**config.mk**
```make
export PLATFORM = sky130hd
export DESIGN_NAME = header_fifo
export DESIGN_NICKNAME = d
export VERILOG_FILES = /design/src/chan_pkg.sv /design/src/header_fifo.sv
export VERILOG_INCLUDE_DIRS = /design/src
export SDC_FILE = /design/constraint.sdc
export NUM_CORES = 1
export LEC_CHECK = 0
export ABC_AREA = 1
export BUFFER_PORTS_ARGS = -buffer_cell sky130_fd_sc_hd__buf_2
export CAP_MARGIN = 40
export CORE_ASPECT_RATIO = 0.8
export CORE_UTILIZATION = 50
export DETAILED_ROUTE_END_ITERATION = 12
export HOLD_SLACK_MARGIN = 0.02
export PLACE_DENSITY = 0.73
export SYNTH_ARGS = -nofsm -noshare
export SYNTH_HDL_FRONTEND = slang
export SYNTH_SLANG_ARGS = --single-unit
```
**constraint.sdc**
```tcl
create_clock -name adc_clk -period 2.86 [get_ports adc_clk]
set_input_delay 0.286 -clock adc_clk [delete_from_list [all_inputs] [get_ports adc_clk]]
set_output_delay 0.286 -clock adc_clk [all_outputs]
set_load 0.02 [all_outputs]
```
**src/chan_defs.svh**
```systemverilog
`ifndef CHAN_DEFS_SVH
`define CHAN_DEFS_SVH

// adc sample as delivered, 12 data bits plus over-range in the lsb
`define CHAN_SAMPLE_W 13
`define CHAN_HALF_W 16      // one sign-extended sample
`define CHAN_WORD_W 32      // buffer and stream word, two samples

// circular buffer of 4096 words
`define CHAN_ADDR_W 12

`define CHAN_HDR_WORDS 3    // channel, trigger number, start address

// stream flow control
`define CHAN_CREDIT_MAX 8   // credits owned by the receiver after reset
`define CHAN_FIFO_DEPTH 16  // header fifo words

`endif

```
**src/chan_pkg.sv**
```systemverilog
`include "chan_defs.svh"

package chan_pkg;

  ////////////////////////////////////////////////////////////
  // plain vectors
  typedef logic [`CHAN_SAMPLE_W-1:0] sample_t;  // raw sample, ovr in bit 0
  typedef logic [`CHAN_WORD_W-1:0]   word_t;    // memory / stream word
  typedef logic [`CHAN_ADDR_W-1:0]   addr_t;    // buffer address or word count
  typedef logic [31:0]               trig_num_t;
  typedef logic [7:0]                chan_num_t;

  ////////////////////////////////////////////////////////////
  // grouped signals
  typedef struct packed {
    sample_t hi;  // goes to the upper half of the word
    sample_t lo;
  } adc_pair_t;

  // static while armed
  typedef struct packed {
    addr_t     buffer_size;       // words kept in the record
    addr_t     post_trig_size;    // words stored after the trigger word
    chan_num_t channel_num;
    trig_num_t initial_trig_num;  // first event number after reset
  } acq_cfg_t;

  typedef struct packed {
    logic  we;
    addr_t addr;
    word_t data;
  } mem_wr_t;

  typedef struct packed {
    logic  valid;
    logic  last;  // final data word of a record
    word_t data;
  } stream_t;

  // acquisition controller states
  typedef enum logic [2:0] {IDLE, FILL, POST, HEADER, DONE} acq_state_t;

endpackage

```
**src/header_fifo.sv**
```systemverilog
`timescale 1ns/100ps
`include "chan_defs.svh"

module header_fifo import chan_pkg::*; (
  input  logic  adc_clk,
  input  logic  rst_n,
  input  logic  hdr_we,
  input  word_t hdr_wdata,
  input  logic  hdr_re,     // pops the head word
  output word_t hdr_rdata,  // head word, valid while not empty
  output logic  hdr_full,
  output logic  hdr_empty
);

  localparam int PTR_W = $clog2(`CHAN_FIFO_DEPTH);
  localparam int CNT_W = PTR_W + 1;

  word_t            fifo_ram [`CHAN_FIFO_DEPTH];
  logic [PTR_W-1:0] wr_ptr;
  logic [PTR_W-1:0] rd_ptr;
  logic [CNT_W-1:0] count;   // words held
  logic             do_wr;
  logic             do_rd;

  assign do_wr = hdr_we && !hdr_full;   // writes into a full fifo are dropped
  assign do_rd = hdr_re && !hdr_empty;

  assign hdr_full  = (count == CNT_W'(`CHAN_FIFO_DEPTH));
  assign hdr_empty = (count == '0);
  assign hdr_rdata = fifo_ram[rd_ptr];  // show-ahead

  always_ff @(posedge adc_clk) begin
    if (do_wr) begin
      fifo_ram[wr_ptr] <= hdr_wdata;
    end
  end

  // pointers wrap naturally, depth is a power of two
  always_ff @(posedge adc_clk) begin
    if (!rst_n) begin
      wr_ptr <= '0;
      rd_ptr <= '0;
      count  <= '0;
    end else begin
      if (do_wr) wr_ptr <= wr_ptr + 1'b1;
      if (do_rd) rd_ptr <= rd_ptr + 1'b1;
      count <= count + CNT_W'(do_wr) - CNT_W'(do_rd);
    end
  end

endmodule

```
Word level (Yosys, flattened, before mapping) --
Memories as Yosys holds them, arrays and structs flattened. A register that Yosys moved wholly into a read port is not among the register bits. Index checks and enable logic that the tools add are counted.
Word-level totals: bits of input ports 36, output and inout port bits 34, RAM bits 512, memories 1, word-level logic and storage cells 18, register bits after elaboration 13
Operators by class: eq/ne operators 1, add/sub/neg operators 4, reductions and logical operators 5, muxes and demuxes 4
Memories:
- fifo_ram | words 16, bits a word 32, rd ports 1, clocked after memory_dff 1, wr ports 1, RTL line header_fifo.sv:18 | word_t fifo_ram [`CHAN_FIFO_DEPTH];
Operators by type and width (count):
- 4-bit by 1-bit adder with 4-bit output (second input constant) | 2
- 4-bit 2-to-1 mux | 2
- 5-bit by 1-bit adder with 5-bit output | 1
- 5-bit == test (second input constant) | 1
- 5-bit logical NOT | 1
- 5-bit by 1-bit subtractor with 5-bit output | 1
- 1-bit logical AND | 2
- 1-bit logical NOT | 2
- 1-bit 2-to-1 mux | 2

Depth between registers and ports, before layout --
Gate-level depths: netlist of the first run.
depth in word-level cells 5, gate-level depth with buffers 15

Worst setup path before layout of the first run --
No wires, ideal clock.
kind register -> register, start point register count[2], end point memory fifo_ram[0][0] (netlist name) (enable), buffers on the path 0, slack 0.021 ns, clock period less this slack 2.839 ns, stages on the path, launching flop included 8, data arrival time 2.418 ns, cell sequence dfxtp_1 > inv_1 > ha_1 > nand4_1 > nand2_1 > inv_1 > nand2_1 > nor2_1
On the way: cells in the longest elaborated chain, start to end 5
Ends and longest elaborated chain:
- start: declaration | RTL line header_fifo.sv:21 | logic [CNT_W-1:0] count;
- start signal: assignment | RTL line header_fifo.sv:47 | count <= count + CNT_W'(do_wr) - CNT_W'(do_rd);
- 5-bit == test | RTL line header_fifo.sv:28 | assign hdr_full = (count == CNT_W'(`CHAN_FIFO_DEPTH));
- 1-bit logical NOT | RTL line header_fifo.sv:25 | assign do_wr = hdr_we && !hdr_full;
- 1-bit logical AND | RTL line header_fifo.sv:25
- 1-bit 2-to-1 mux | RTL line header_fifo.sv:33 | if (do_wr) begin
- 1-bit 2-to-1 mux (implied by the code) | RTL line header_fifo.sv:34 | fifo_ram[wr_ptr] <= hdr_wdata;
- end: declaration | RTL line header_fifo.sv:18
Every way passes these cells.

==> reports/qor.log, run 1 <==
[sta] final clock skew 0.0211 ns
[worst_setup_path] longest individual stage delay on the worst path 0.46 ns
[synth] Netlist Area Pre-Place 0.0229 sq mm
[clocking] Max clock buf depth 3
[route] via-per-instance ratio 5.17
[power_and_ir_drop] maximum VDD drop 511 uV
[worst_setup_path] Crit. End Element output pin
[placed_design] DPL Wire Length 28.1 mm
[worst_setup_path] critical path's slowest cell sky130_fd_sc_hd__inv_4
[clocking] number of H-tree levels 2
[clocking] root buffer selected by CTS sky130_fd_sc_hd__clkbuf_16
[route] iteration count of the initial detailed-routing pass 7
[hold_path] worst min-delay path category input pin to flip-flop
[synth] predominant post-synthesis flop cell sky130_fd_sc_hd__edfxtp_1
[global_route] first-pass GRT wire length 80.3 mm
[route] DRT Wirelength 51.0 mm
[worst_setup_path] crit path DAT 2.40 ns
[run_status] result of the run finished clean
[worst_setup_path] CP required 2.57 ns
[cells_and_area] fraction of layout cells with a size suffix above 1 0.0917
[floorplanning] width of the die 241 um
[route] Remaining DRCs 0
[floorplanning] initial core utilization 0.512
[sta] Tmin final 2.69 ns
[sta] count of endpoints failing hold in the final timing report 0
[synth] Post-Syn Instances 2196
[placed_design] worst slack, placed 0.268 ns
[worst_setup_path] crit path buf inv count 3
[route] WL/cell 17.5 um
[global_route] global-route usage over all layers 0.223
[sta] Setup TNS 0 ns
[worst_setup_path] critical path type flip-flop to output pin
[sta] transition time at the pin with the least slew margin 0.705 ns
[power_and_ir_drop] Leakage Power 10.9 nW
[clocking] clock network latency to the later pin of the worst-skew pair 0.59 ns
[worst_setup_path] critical path launch point type flip-flop
[power_and_ir_drop] power per cell area 773 mW/mm^2
[synth] number of warnings printed during yosys synthesis 0
[clocking] buffers inserted during post-CTS setup optimization 0
[worst_setup_path] critical path's most frequent cell sky130_fd_sc_hd__nand3_1
[worst_setup_path] list of cells traversed by the critical path inv_4 -> buf_4 -> nand3_1 -> nand3_1 -> nand3_1 -> nand2_1 -> buf_2
[cells_and_area] relative area change from synthesis to final layout 11.6%
[floorplanning] Site Rows 69
[route] Routed Antenna Nets 0
[clocking] TritonCTS sink count 529
[sta] number of setup violations in the final report 0
[floorplanning] Top-Level Pins 70
[sta] upper clock frequency limit 0.372 GHz
[clocking] post-CTS clock slew at the launch and capture registers of the worst setup and hold paths 0.06 ns
[clocking] TritonCTS clock tree built
[cells_and_area] most used cells in the layout excluding fill and tap cells 699 x sky130_fd_sc_hd__nand2_1, 512 x sky130_fd_sc_hd__edfxtp_1, 406 x sky130_fd_sc_hd__inv_1
[sta] unrepaired setup endpoints after global routing false
[synth] Syn Nets 2244
[cells_and_area] most common cell after layout, fill and taps aside sky130_fd_sc_hd__nand2_1
[synth] number of enable flip-flop cells after synthesis 512
[global_route] initial antenna violation count 1
[floorplanning] full die area 0.0467 sq mm
[global_route] aggregate global routing overflow 0
[placed_design] routability congestion estimate from global placement 0.807
[sta] fin worst setup slack 0.169 ns
[synth] number of synthesized register bits 529
[placed_design] Port Buf Inserts 69
[sta] Max transition margin 0.530
[sta] Final period util 0.941
[floorplanning] standard cell core area 0.0448 sq mm
[global_route] largest net degree at the start of global routing 129
[synth] sequential-to-total area share from yosys stat 0.685
[sta] Max Transition Viols Final 0
[synth] synthesized area divided by synthesized cell count 10.4 sq um
[synth] count of cell types in the netlist 21
[cells_and_area] total number of nets in the final design 2312
[floorplanning] Die Y 194 um
[worst_setup_path] critical path peak fanout 41
[global_route] number of global-route vias before repair 14700
[clocking] number of CTS-inserted buffers 51
[route] via count 15000
[synth] asr flop ratio synth 0
[worst_setup_path] top cell family by delay on the critical path buffers and inverters
[route] drt initial violations 1686
[job] number of max-cap violations 0
[worst register-to-register path, delay by kind of cell, from the launching register on]
family          cells  cell delay [ns]
buf+inv             3             0.23
fa+ha+maj           4             1.08
compound gates      1             0.07
flops               1             0.32
simple gates        7             0.79
[state kept, by name, indices dropped and copies added (netlist names), named ones only]
register	count
count	5
fifo_ram	512
rd_ptr	4
wr_ptr	4
[report_power, final]
| part | internal [mW] | switching [mW] |
|---|---|---|
| combinational | 1.43 | 3.23 |
| clock | 3.44 | 2.81 |
| sequential | 8.79 | 0.0979 |
[routing by layer]
layer | vias up | track usage | wire (um) | share of wire
met1 | 7173 | 0.312 | 21700 | 0.43
li1 | 7201 | - | - | -
met4 | 2 | 0.0769 | 1320 | 0.026
met2 | 547 | 0.356 | 24300 | 0.48
met5 | - | 0.00940 | 58 | 0.0011
met3 | 93 | 0.0330 | 3520 | 0.069
[cell usage after synthesis (3+ instances only)]
cell type | number | area [sq um]
sky130_fd_sc_hd__nand3_1 | 389 | 1950
sky130_fd_sc_hd__xor2_1 | 3 | 26.3
sky130_fd_sc_hd__edfxtp_1 | 512 | 15400
sky130_fd_sc_hd__o21ai_0 | 4 | 20.0
sky130_fd_sc_hd__nand4_1 | 3 | 18.8
sky130_fd_sc_hd__buf_1 | 17 | 63.8
sky130_fd_sc_hd__ha_1 | 11 | 138
sky130_fd_sc_hd__a21oi_1 | 3 | 15.0
sky130_fd_sc_hd__clkbuf_1 | 8 | 30.0
sky130_fd_sc_hd__nand2_1 | 699 | 2620
sky130_fd_sc_hd__buf_2 | 40 | 200
sky130_fd_sc_hd__dfxtp_1 | 17 | 340
sky130_fd_sc_hd__buf_6 | 29 | 327
sky130_fd_sc_hd__nor2_1 | 37 | 139
sky130_fd_sc_hd__inv_1 | 408 | 1530
sky130_fd_sc_hd__buf_4 | 11 | 82.6
[cell type report]
cell class	instances	area, sq um
clock inverters	27	168
multi-input cells	1151	5070
clock buffers	64	1360
flip-flops and latches	529	15700
repair buffers	121	967
fillers	3590	19200
well taps	603	754
inverters	410	1550
diodes	1	2.50
[final timing paths]
kind           startpoint              to  slack, ns  cells past startpoint
min          hdr_wdata[6]  fifo_ram[9][6]       0.07                      1
min reg2reg     rd_ptr[2]       flip-flop       0.51                      2
max reg2reg      count[2]        count[4]       0.25                     15
max             flip-flop   hdr_rdata[29]       0.17                      7
[stage by stage]
step           instance area [sq um]  hold WS [ns]  cells  power [mW]   util
2_1_floorplan                  22900         0.385   2196        12.4      -
4_1_cts                        25600        0.0398   2905        19.9  0.571
3_3_place_gp                   24000         0.499   2810        13.6  0.536
6_report                       25600        0.0681   2906        19.8  0.571
3_5_place_dp                   24000         0.502   2811        13.7  0.536
5_1_grt                        25600        0.0524   2906        20.7  0.571
[cell families (layout without fill, tap and decap cells)]
group	count (synthesis)	in the layout	synth area share
AOI/OAI and AO/OA	7	7	0.00153
xor gates and xnor gates	3	3	0.00115
adders and majority gates	12	12	0.00688
and+or+nand+nor	1129	1129	0.206
buffers and inverters	516	622	0.0986
other	0	1	0
DFF	529	529	0.685
[timing repair]
action	CTS	global route
endpoints found under the setup margin	0	2
resized for setup	0	1
hold buffers	3	0
endpoints found under the hold margin	5	0
No activity file was read; power rests on OpenSTA's default activity.
==> run 2: changes to the inputs <==
- CORE_UTILIZATION: 50 -> 56
- PLACE_DENSITY: 0.73 -> 0.8
- TNS_END_PERCENT: default -> 5
==> run 2 against run 1 <==
Net effect:
- total power rose by 0.58%
- global-route usage up 3.1 points
- clock-buffer cell count is 9 higher
- die area decreased by 11%
- wire length rose by 3.2%
- worst setup slack worse by 0.054 ns
- clock power up 0.6%
- fmax down 2.0%
- critical endpoint is now hdr_rdata[9]
==> reports/qor.log, run 2 (same netlist as run 1, synthesis figures left out) <==
[floorplanning] width of the die 228 um
[worst_setup_path] list of cells traversed by the critical path inv_6 -> buf_12 -> nand2_1 -> nand2_1 -> nand2_1 -> nand3_1 -> nand3_1 -> nand2_1 -> buf_2
[clocking] Max clock buf depth 3
[global_route] first-pass GRT wire length 81.8 mm
[worst_setup_path] worst setup slack for register-to-register paths 0.33 ns
[sta] final clock skew 0.0236 ns
[cells_and_area] fraction of layout cells with a size suffix above 1 0.0852
[global_route] aggregate global routing overflow 0
[clocking] root buffer selected by CTS sky130_fd_sc_hd__clkbuf_16
[cells_and_area] count of fill cells added during filler insertion 2968
[power_and_ir_drop] power per cell area 783 mW/mm^2
[clocking] PostCTS Resize Cnt 0
[worst_setup_path] critical path type flip-flop to output pin
[hold_path] worst min-delay path category input pin to flip-flop
[route] via-per-instance ratio 5.44
[global_route] initial antenna violation count 0
[sta] unrepaired setup endpoints after global routing false
[run_status] result of the run finished clean
[cells_and_area] most used cells in the layout excluding fill and tap cells 699 x sky130_fd_sc_hd__nand2_1, 512 x sky130_fd_sc_hd__edfxtp_1, 407 x sky130_fd_sc_hd__inv_1
[global_route] number of global-route vias before repair 15000
[hold_path] number of cells traversed by the worst hold path 3
[floorplanning] standard cell core area 0.0399 sq mm
[route] Routed Antenna Nets 0
[route] DRT Wirelength 52.6 mm
[worst_setup_path] critical path launch point type flip-flop
[sta] transition time at the pin with the least slew margin 0.728 ns
[floorplanning] initial core utilization 0.575
[global_route] largest net degree at the start of global routing 129
[sta] number of setup violations in the final report 0
[route] Remaining DRCs 0
[cells_and_area] total number of nets in the final design 2299
[job] number of max-cap violations 0
[clocking] post-CTS clock slew at the launch and capture registers of the worst setup and hold paths 0.06 ns
[placed_design] Port Buf Inserts 69
[sta] upper clock frequency limit 0.364 GHz
[power_and_ir_drop] maximum VDD drop 574 uV
[floorplanning] Site Rows 65
[global_route] global-route usage over all layers 0.254
[cells_and_area] relative area change from synthesis to final layout 10.9%
[sta] Max transition margin 0.514
[cells_and_area] max FFs per register 512
[cells_and_area] most common cell after layout, fill and taps aside sky130_fd_sc_hd__nand2_1
[route] drt initial violations 1905
[sta] Max Transition Viols Final 0
[worst_setup_path] critical path's most frequent cell sky130_fd_sc_hd__nand2_1
[worst_setup_path] CP required 2.57 ns
[clocking] TritonCTS sink count 529
[worst_setup_path] crit path buf inv count 3
[sta] Tmin final 2.75 ns
[placed_design] worst slack, placed 0.326 ns
[clocking] number of H-tree levels 2
[route] iteration count of the initial detailed-routing pass 6
[clocking] clock network latency to the later pin of the worst-skew pair 0.58 ns
[worst_setup_path] Crit. End Element output pin
[floorplanning] full die area 0.0418 sq mm
[clocking] number of CTS-inserted buffers 49
[route] WL/cell 18.6 um
[sta] Setup TNS 0 ns
[worst_setup_path] critical path peak fanout 76
[floorplanning] Top-Level Pins 70
[cells_and_area] top register by number of flip-flops fifo_ram
[worst_setup_path] total number of cells along the worst setup path 9
[route] via count 15400
[worst_setup_path] length in cells of the worst reg-to-reg path 15
[cells_and_area] antenna cells 0
[worst_setup_path] longest individual stage delay on the worst path 0.42 ns
[power_and_ir_drop] Leakage Power 10.9 nW
[clocking] CTS Hold Buffers Added 0
[clocking] TritonCTS clock tree built
[clocking] buffers inserted during post-CTS setup optimization 0
[placed_design] DPL Wire Length 29.9 mm
[floorplanning] Die Y 183 um
[cells_and_area] largest registers ranked by flip-flop count fifo_ram: 512 flops, count: 5 flops
[worst_setup_path] critical path's slowest cell sky130_fd_sc_hd__dfxtp_4
[sta] Final period util 0.960
[placed_design] routability congestion estimate from global placement 0.805
[worst_setup_path] top cell family by delay on the critical path buffers and inverters
[worst_setup_path] crit path DAT 2.46 ns
[sta] fin worst setup slack 0.115 ns
[sta] count of endpoints failing hold in the final timing report 0
[run 2: cell types whose count changed in the layout (fill, tap and decap cells not counted), sizes merged]
cell	change
buf	-8
bufinv	+2
clkbuf	+9
clkinv	-12
diode	-1
dlygate4sd3	-3
[run 2: per-layer routing]
layer | track usage | routed length [um] | vias to the layer above
li1 | - | - | 7178
met1 | 0.340 | 20700 | 7331
met2 | 0.429 | 26000 | 739
met3 | 0.0325 | 4220 | 120
met4 | 0.0961 | 1680 | 0
met5 | 0 | 0 | -
[run 2: path summary, 6_finish.rpt]
check,endpoint,start
worst max-delay path,hdr_rdata[9],flip-flop
worst min-delay path,flip-flop,hdr_re
worst max register to register,count[4],count[3]
worst min register to register,flip-flop,rd_ptr[2]
[run 2: worst register-to-register path, stage by stage, from the launching register on]
cell	delay, ns
sky130_fd_sc_hd__dfxtp_1	0.32
sky130_fd_sc_hd__inv_1	0.08
sky130_fd_sc_hd__ha_1	0.17
sky130_fd_sc_hd__nand4_1	0.21
sky130_fd_sc_hd__nand2_1	0.18
sky130_fd_sc_hd__inv_1	0.09
sky130_fd_sc_hd__ha_1	0.28
sky130_fd_sc_hd__inv_1	0.04
sky130_fd_sc_hd__ha_1	0.21
sky130_fd_sc_hd__fa_1	0.41
sky130_fd_sc_hd__nand2_1	0.10
sky130_fd_sc_hd__a21oi_1	0.07
sky130_fd_sc_hd__nor2_1	0.12
sky130_fd_sc_hd__nand2_1	0.07
sky130_fd_sc_hd__nand2_1	0.06
sky130_fd_sc_hd__nor2_1	0.04
[run 2: where the power goes]
group          internal, mW  switching, mW  total, mW
Sequential             8.79          0.123       8.91
Combinational          1.40           3.29       4.69
Clock                  3.58           2.72       6.29
[run 2: metrics by stage]
stage / utilization / area, sq um / hold WS (ns) / power [mW] / std cells
floorplan: - / 22900 / 0.385 / 12.4 / 2196
global route: 0.638 / 25400 / 0.0357 / 20.7 / 2826
CTS: 0.638 / 25400 / 0.0220 / 20.0 / 2826
global placement: 0.600 / 23900 / 0.502 / 13.6 / 2736
finish: 0.638 / 25400 / 0.0401 / 19.9 / 2826
detailed placement: 0.600 / 23900 / 0.505 / 13.7 / 2736
[run 2: cell type report]
cell class              count  area (sq um)  area share
clock buffers              73          1370      0.0538
well taps                 536           671      0.0264
clock inverters            17           158     0.00620
flip-flops and latches    529         15700       0.619
repair buffers            110           878      0.0346
multi-input cells        1151          5070       0.200
inverters                 410          1550      0.0608
==> run 3: changes to the inputs <==
- CELL_PAD_IN_SITES_DETAIL_PLACEMENT: default -> 0
- CELL_PAD_IN_SITES_GLOBAL_PLACEMENT: default -> 1
- CORE_MARGIN: default -> 5
- CORE_UTILIZATION: 56 -> 45
==> run 3 against run 2 <==
Net effect:
- total power increased by 1.5%
- final area up 1.5%
- critical path type unchanged
- clock power increased by 3.2%
- sequential share of layout area shrank 0.89 points
- first-iteration DRC count decreased by 38%
- worst hold slack better by 0.034 ns
- largest power group unchanged
- clock skew down 0.0066 ns
- die area increased by 33%
- cell count rose by 5.7%
- wire length rose by 4.5%
- flip-flop and latch count did not move
- clock-buffer cell count shrank 5
==> reports/qor.log, run 3 (same netlist as run 1, synthesis figures left out) <==
[run_status] result of the run finished clean
[sta] final clock skew 0.0170 ns
[route] WL/cell 18.4 um
[clocking] number of H-tree levels 2
[cells_and_area] Final Non-Filler Cells 2988
[clocking] TritonCTS sink count 529
[sta] Max transition margin 0.433
[sta] Max Transition Viols Final 0
[cells_and_area] most used cells in the layout excluding fill and tap cells 698 x sky130_fd_sc_hd__nand2_1, 512 x sky130_fd_sc_hd__edfxtp_1, 406 x sky130_fd_sc_hd__inv_1
[sta] Setup TNS 0 ns
[worst_setup_path] critical path peak fanout 111
[global_route] number of global-route vias before repair 14300
[sta] Tmin final 2.73 ns
[placed_design] routability congestion estimate from global placement 0.777
[global_route] largest net degree at the start of global routing 112
[cells_and_area] most common cell after layout, fill and taps aside sky130_fd_sc_hd__nand2_1
[cells_and_area] largest registers ranked by flip-flop count fifo_ram: 512 flops, count: 5 flops
[floorplanning] initial core utilization 0.452
[power_and_ir_drop] post-layout total power 20.2 mW
[route] iteration count of the initial detailed-routing pass 6
[clocking] clock network latency to the later pin of the worst-skew pair 0.60 ns
[floorplanning] full die area 0.0556 sq mm
[placed_design] Port Buf Inserts 69
[global_route] first-pass GRT wire length 84.6 mm
[floorplanning] Top-Level Pins 70
[power_and_ir_drop] maximum VDD drop 574 uV
[route] DRT Wirelength 55.0 mm
[cells_and_area] fraction of layout cells with a size suffix above 1 0.0886
[floorplanning] standard cell core area 0.0507 sq mm
[global_route] aggregate global routing overflow 0
[cells_and_area] max FFs per register 512
[placed_design] worst slack, placed 0.325 ns
[global_route] initial antenna violation count 2
[route] Remaining DRCs 0
[power_and_ir_drop] power per cell area 783 mW/mm^2
[worst_setup_path] longest individual stage delay on the worst path 0.49 ns
[worst_setup_path] crit path buf inv count 2
[worst_setup_path] CP required 2.57 ns
[placed_design] DPL Wire Length 31.8 mm
[route] via count 14900
[route] drt initial violations 1188
[global_route] global-route usage over all layers 0.197
[worst_setup_path] critical path's most frequent cell sky130_fd_sc_hd__nand2_1
[cells_and_area] count of fill cells added during filler insertion 4442
[floorplanning] Site Rows 74
[clocking] root buffer selected by CTS sky130_fd_sc_hd__clkbuf_16
[sta] upper clock frequency limit 0.366 GHz
[power_and_ir_drop] Leakage Power 11.0 nW
[floorplanning] Die Y 212 um
[worst_setup_path] Crit. End Element output pin
[route] via-per-instance ratio 4.98
[sta] unrepaired setup endpoints after global routing true
[placed_design] placed cells 2885
[clocking] post-CTS clock slew at the launch and capture registers of the worst setup and hold paths 0.06 ns
[floorplanning] width of the die 262 um
[worst_setup_path] critical path launch point type flip-flop
[cells_and_area] top register by number of flip-flops fifo_ram
[sta] count of endpoints failing hold in the final timing report 0
[worst_setup_path] critical path's slowest cell sky130_fd_sc_hd__dfxtp_4
[worst_setup_path] critical path type flip-flop to output pin
[clocking] Max clock buf depth 3
[sta] Final period util 0.955
[sta] transition time at the pin with the least slew margin 0.849 ns
[cells_and_area] total number of nets in the final design 2307
[sta] number of setup violations in the final report 0
[worst_setup_path] list of cells traversed by the critical path buf_16 -> nand2_1 -> nand2_1 -> nand2_1 -> nand3_1 -> nand3_1 -> nand2_2 -> buf_2
[cells_and_area] relative area change from synthesis to final layout 12.5%
[clocking] buffers inserted during post-CTS setup optimization 0
[clocking] TritonCTS clock tree built
[worst_setup_path] crit path DAT 2.45 ns
[job] number of max-cap violations 0
[hold_path] worst min-delay path category input pin to flip-flop
[route] Routed Antenna Nets 0
[sta] fin worst setup slack 0.128 ns
[worst_setup_path] top cell family by delay on the critical path simple AND/OR/NAND/NOR gates
[clocking] number of CTS-inserted buffers 53
## run 3: cell count changes in the layout (fill, tap and decap cells not counted), moves of 3 or more
cell                            before  now
sky130_fd_sc_hd__clkbuf_1           21   13
sky130_fd_sc_hd__dlygate4sd3_1       0    3
sky130_fd_sc_hd__clkinv_2            5    8
sky130_fd_sc_hd__clkinv_1            7   17
sky130_fd_sc_hd__clkbuf_16          51   55
sky130_fd_sc_hd__buf_4              23   20
## run 3: metrics by stage
| step | cell area (sq um) | hold slack [ns] | util |
|---|---|---|---|
| 2_1_floorplan | 22900 | 0.385 | - |
| 5_1_grt | 25800 | 0.0682 | 0.508 |
| 3_3_place_gp | 24100 | 0.498 | 0.475 |
| 4_1_cts | 25800 | 0.0462 | 0.508 |
| 3_5_place_dp | 24100 | 0.494 | 0.475 |
| 6_report | 25800 | 0.0737 | 0.508 |
## run 3: worst paths after layout
kind,from,endpoint,slack (ns),cells past startpoint
setup reg to reg,count[2],count[4],0.31,15
hold / removal,hdr_wdata[1],fifo_ram[7][1],0.07,1
setup / recovery,flip-flop,hdr_rdata[25],0.13,8
hold reg to reg,rd_ptr[2],flip-flop,0.50,2
## run 3: power by group
part	internal [mW]	switching, mW	total (mW)
Sequential	8.79	0.126	8.92
Combinational	1.43	3.36	4.79
Clock	3.69	2.80	6.49
Total	13.9	6.29	20.2
## run 3: metal layers
metal	routed length, um	vias to the layer above	global-route usage
met5	18	-	0
met4	1290	2	0.0553
met3	3980	87	0.0367
met2	25100	462	0.314
met1	24600	7123	0.282
li1	-	7205	-
## run 3: cell type report
cell class / count / area (sq um) / area share
Tap cell: 684 / 856 / 0.0332
Clock buffer: 68 / 1430 / 0.0553
Timing Repair Buffer: 114 / 965 / 0.0374
Sequential cell: 529 / 15700 / 0.610
Clock inverter: 30 / 193 / 0.00747
Multi-Input combinational cell: 1151 / 5080 / 0.197
Inverter: 410 / 1550 / 0.0600
Antenna cell: 2 / 5.00 / 0.000194
## run 3: repair_timing
item | 4_1_cts | 5_1_grt
hold endpoints to repair | 11 | 0
resized for setup | 0 | 3
hold buffers | 3 | 0
setup endpoints to repair | 0 | 6
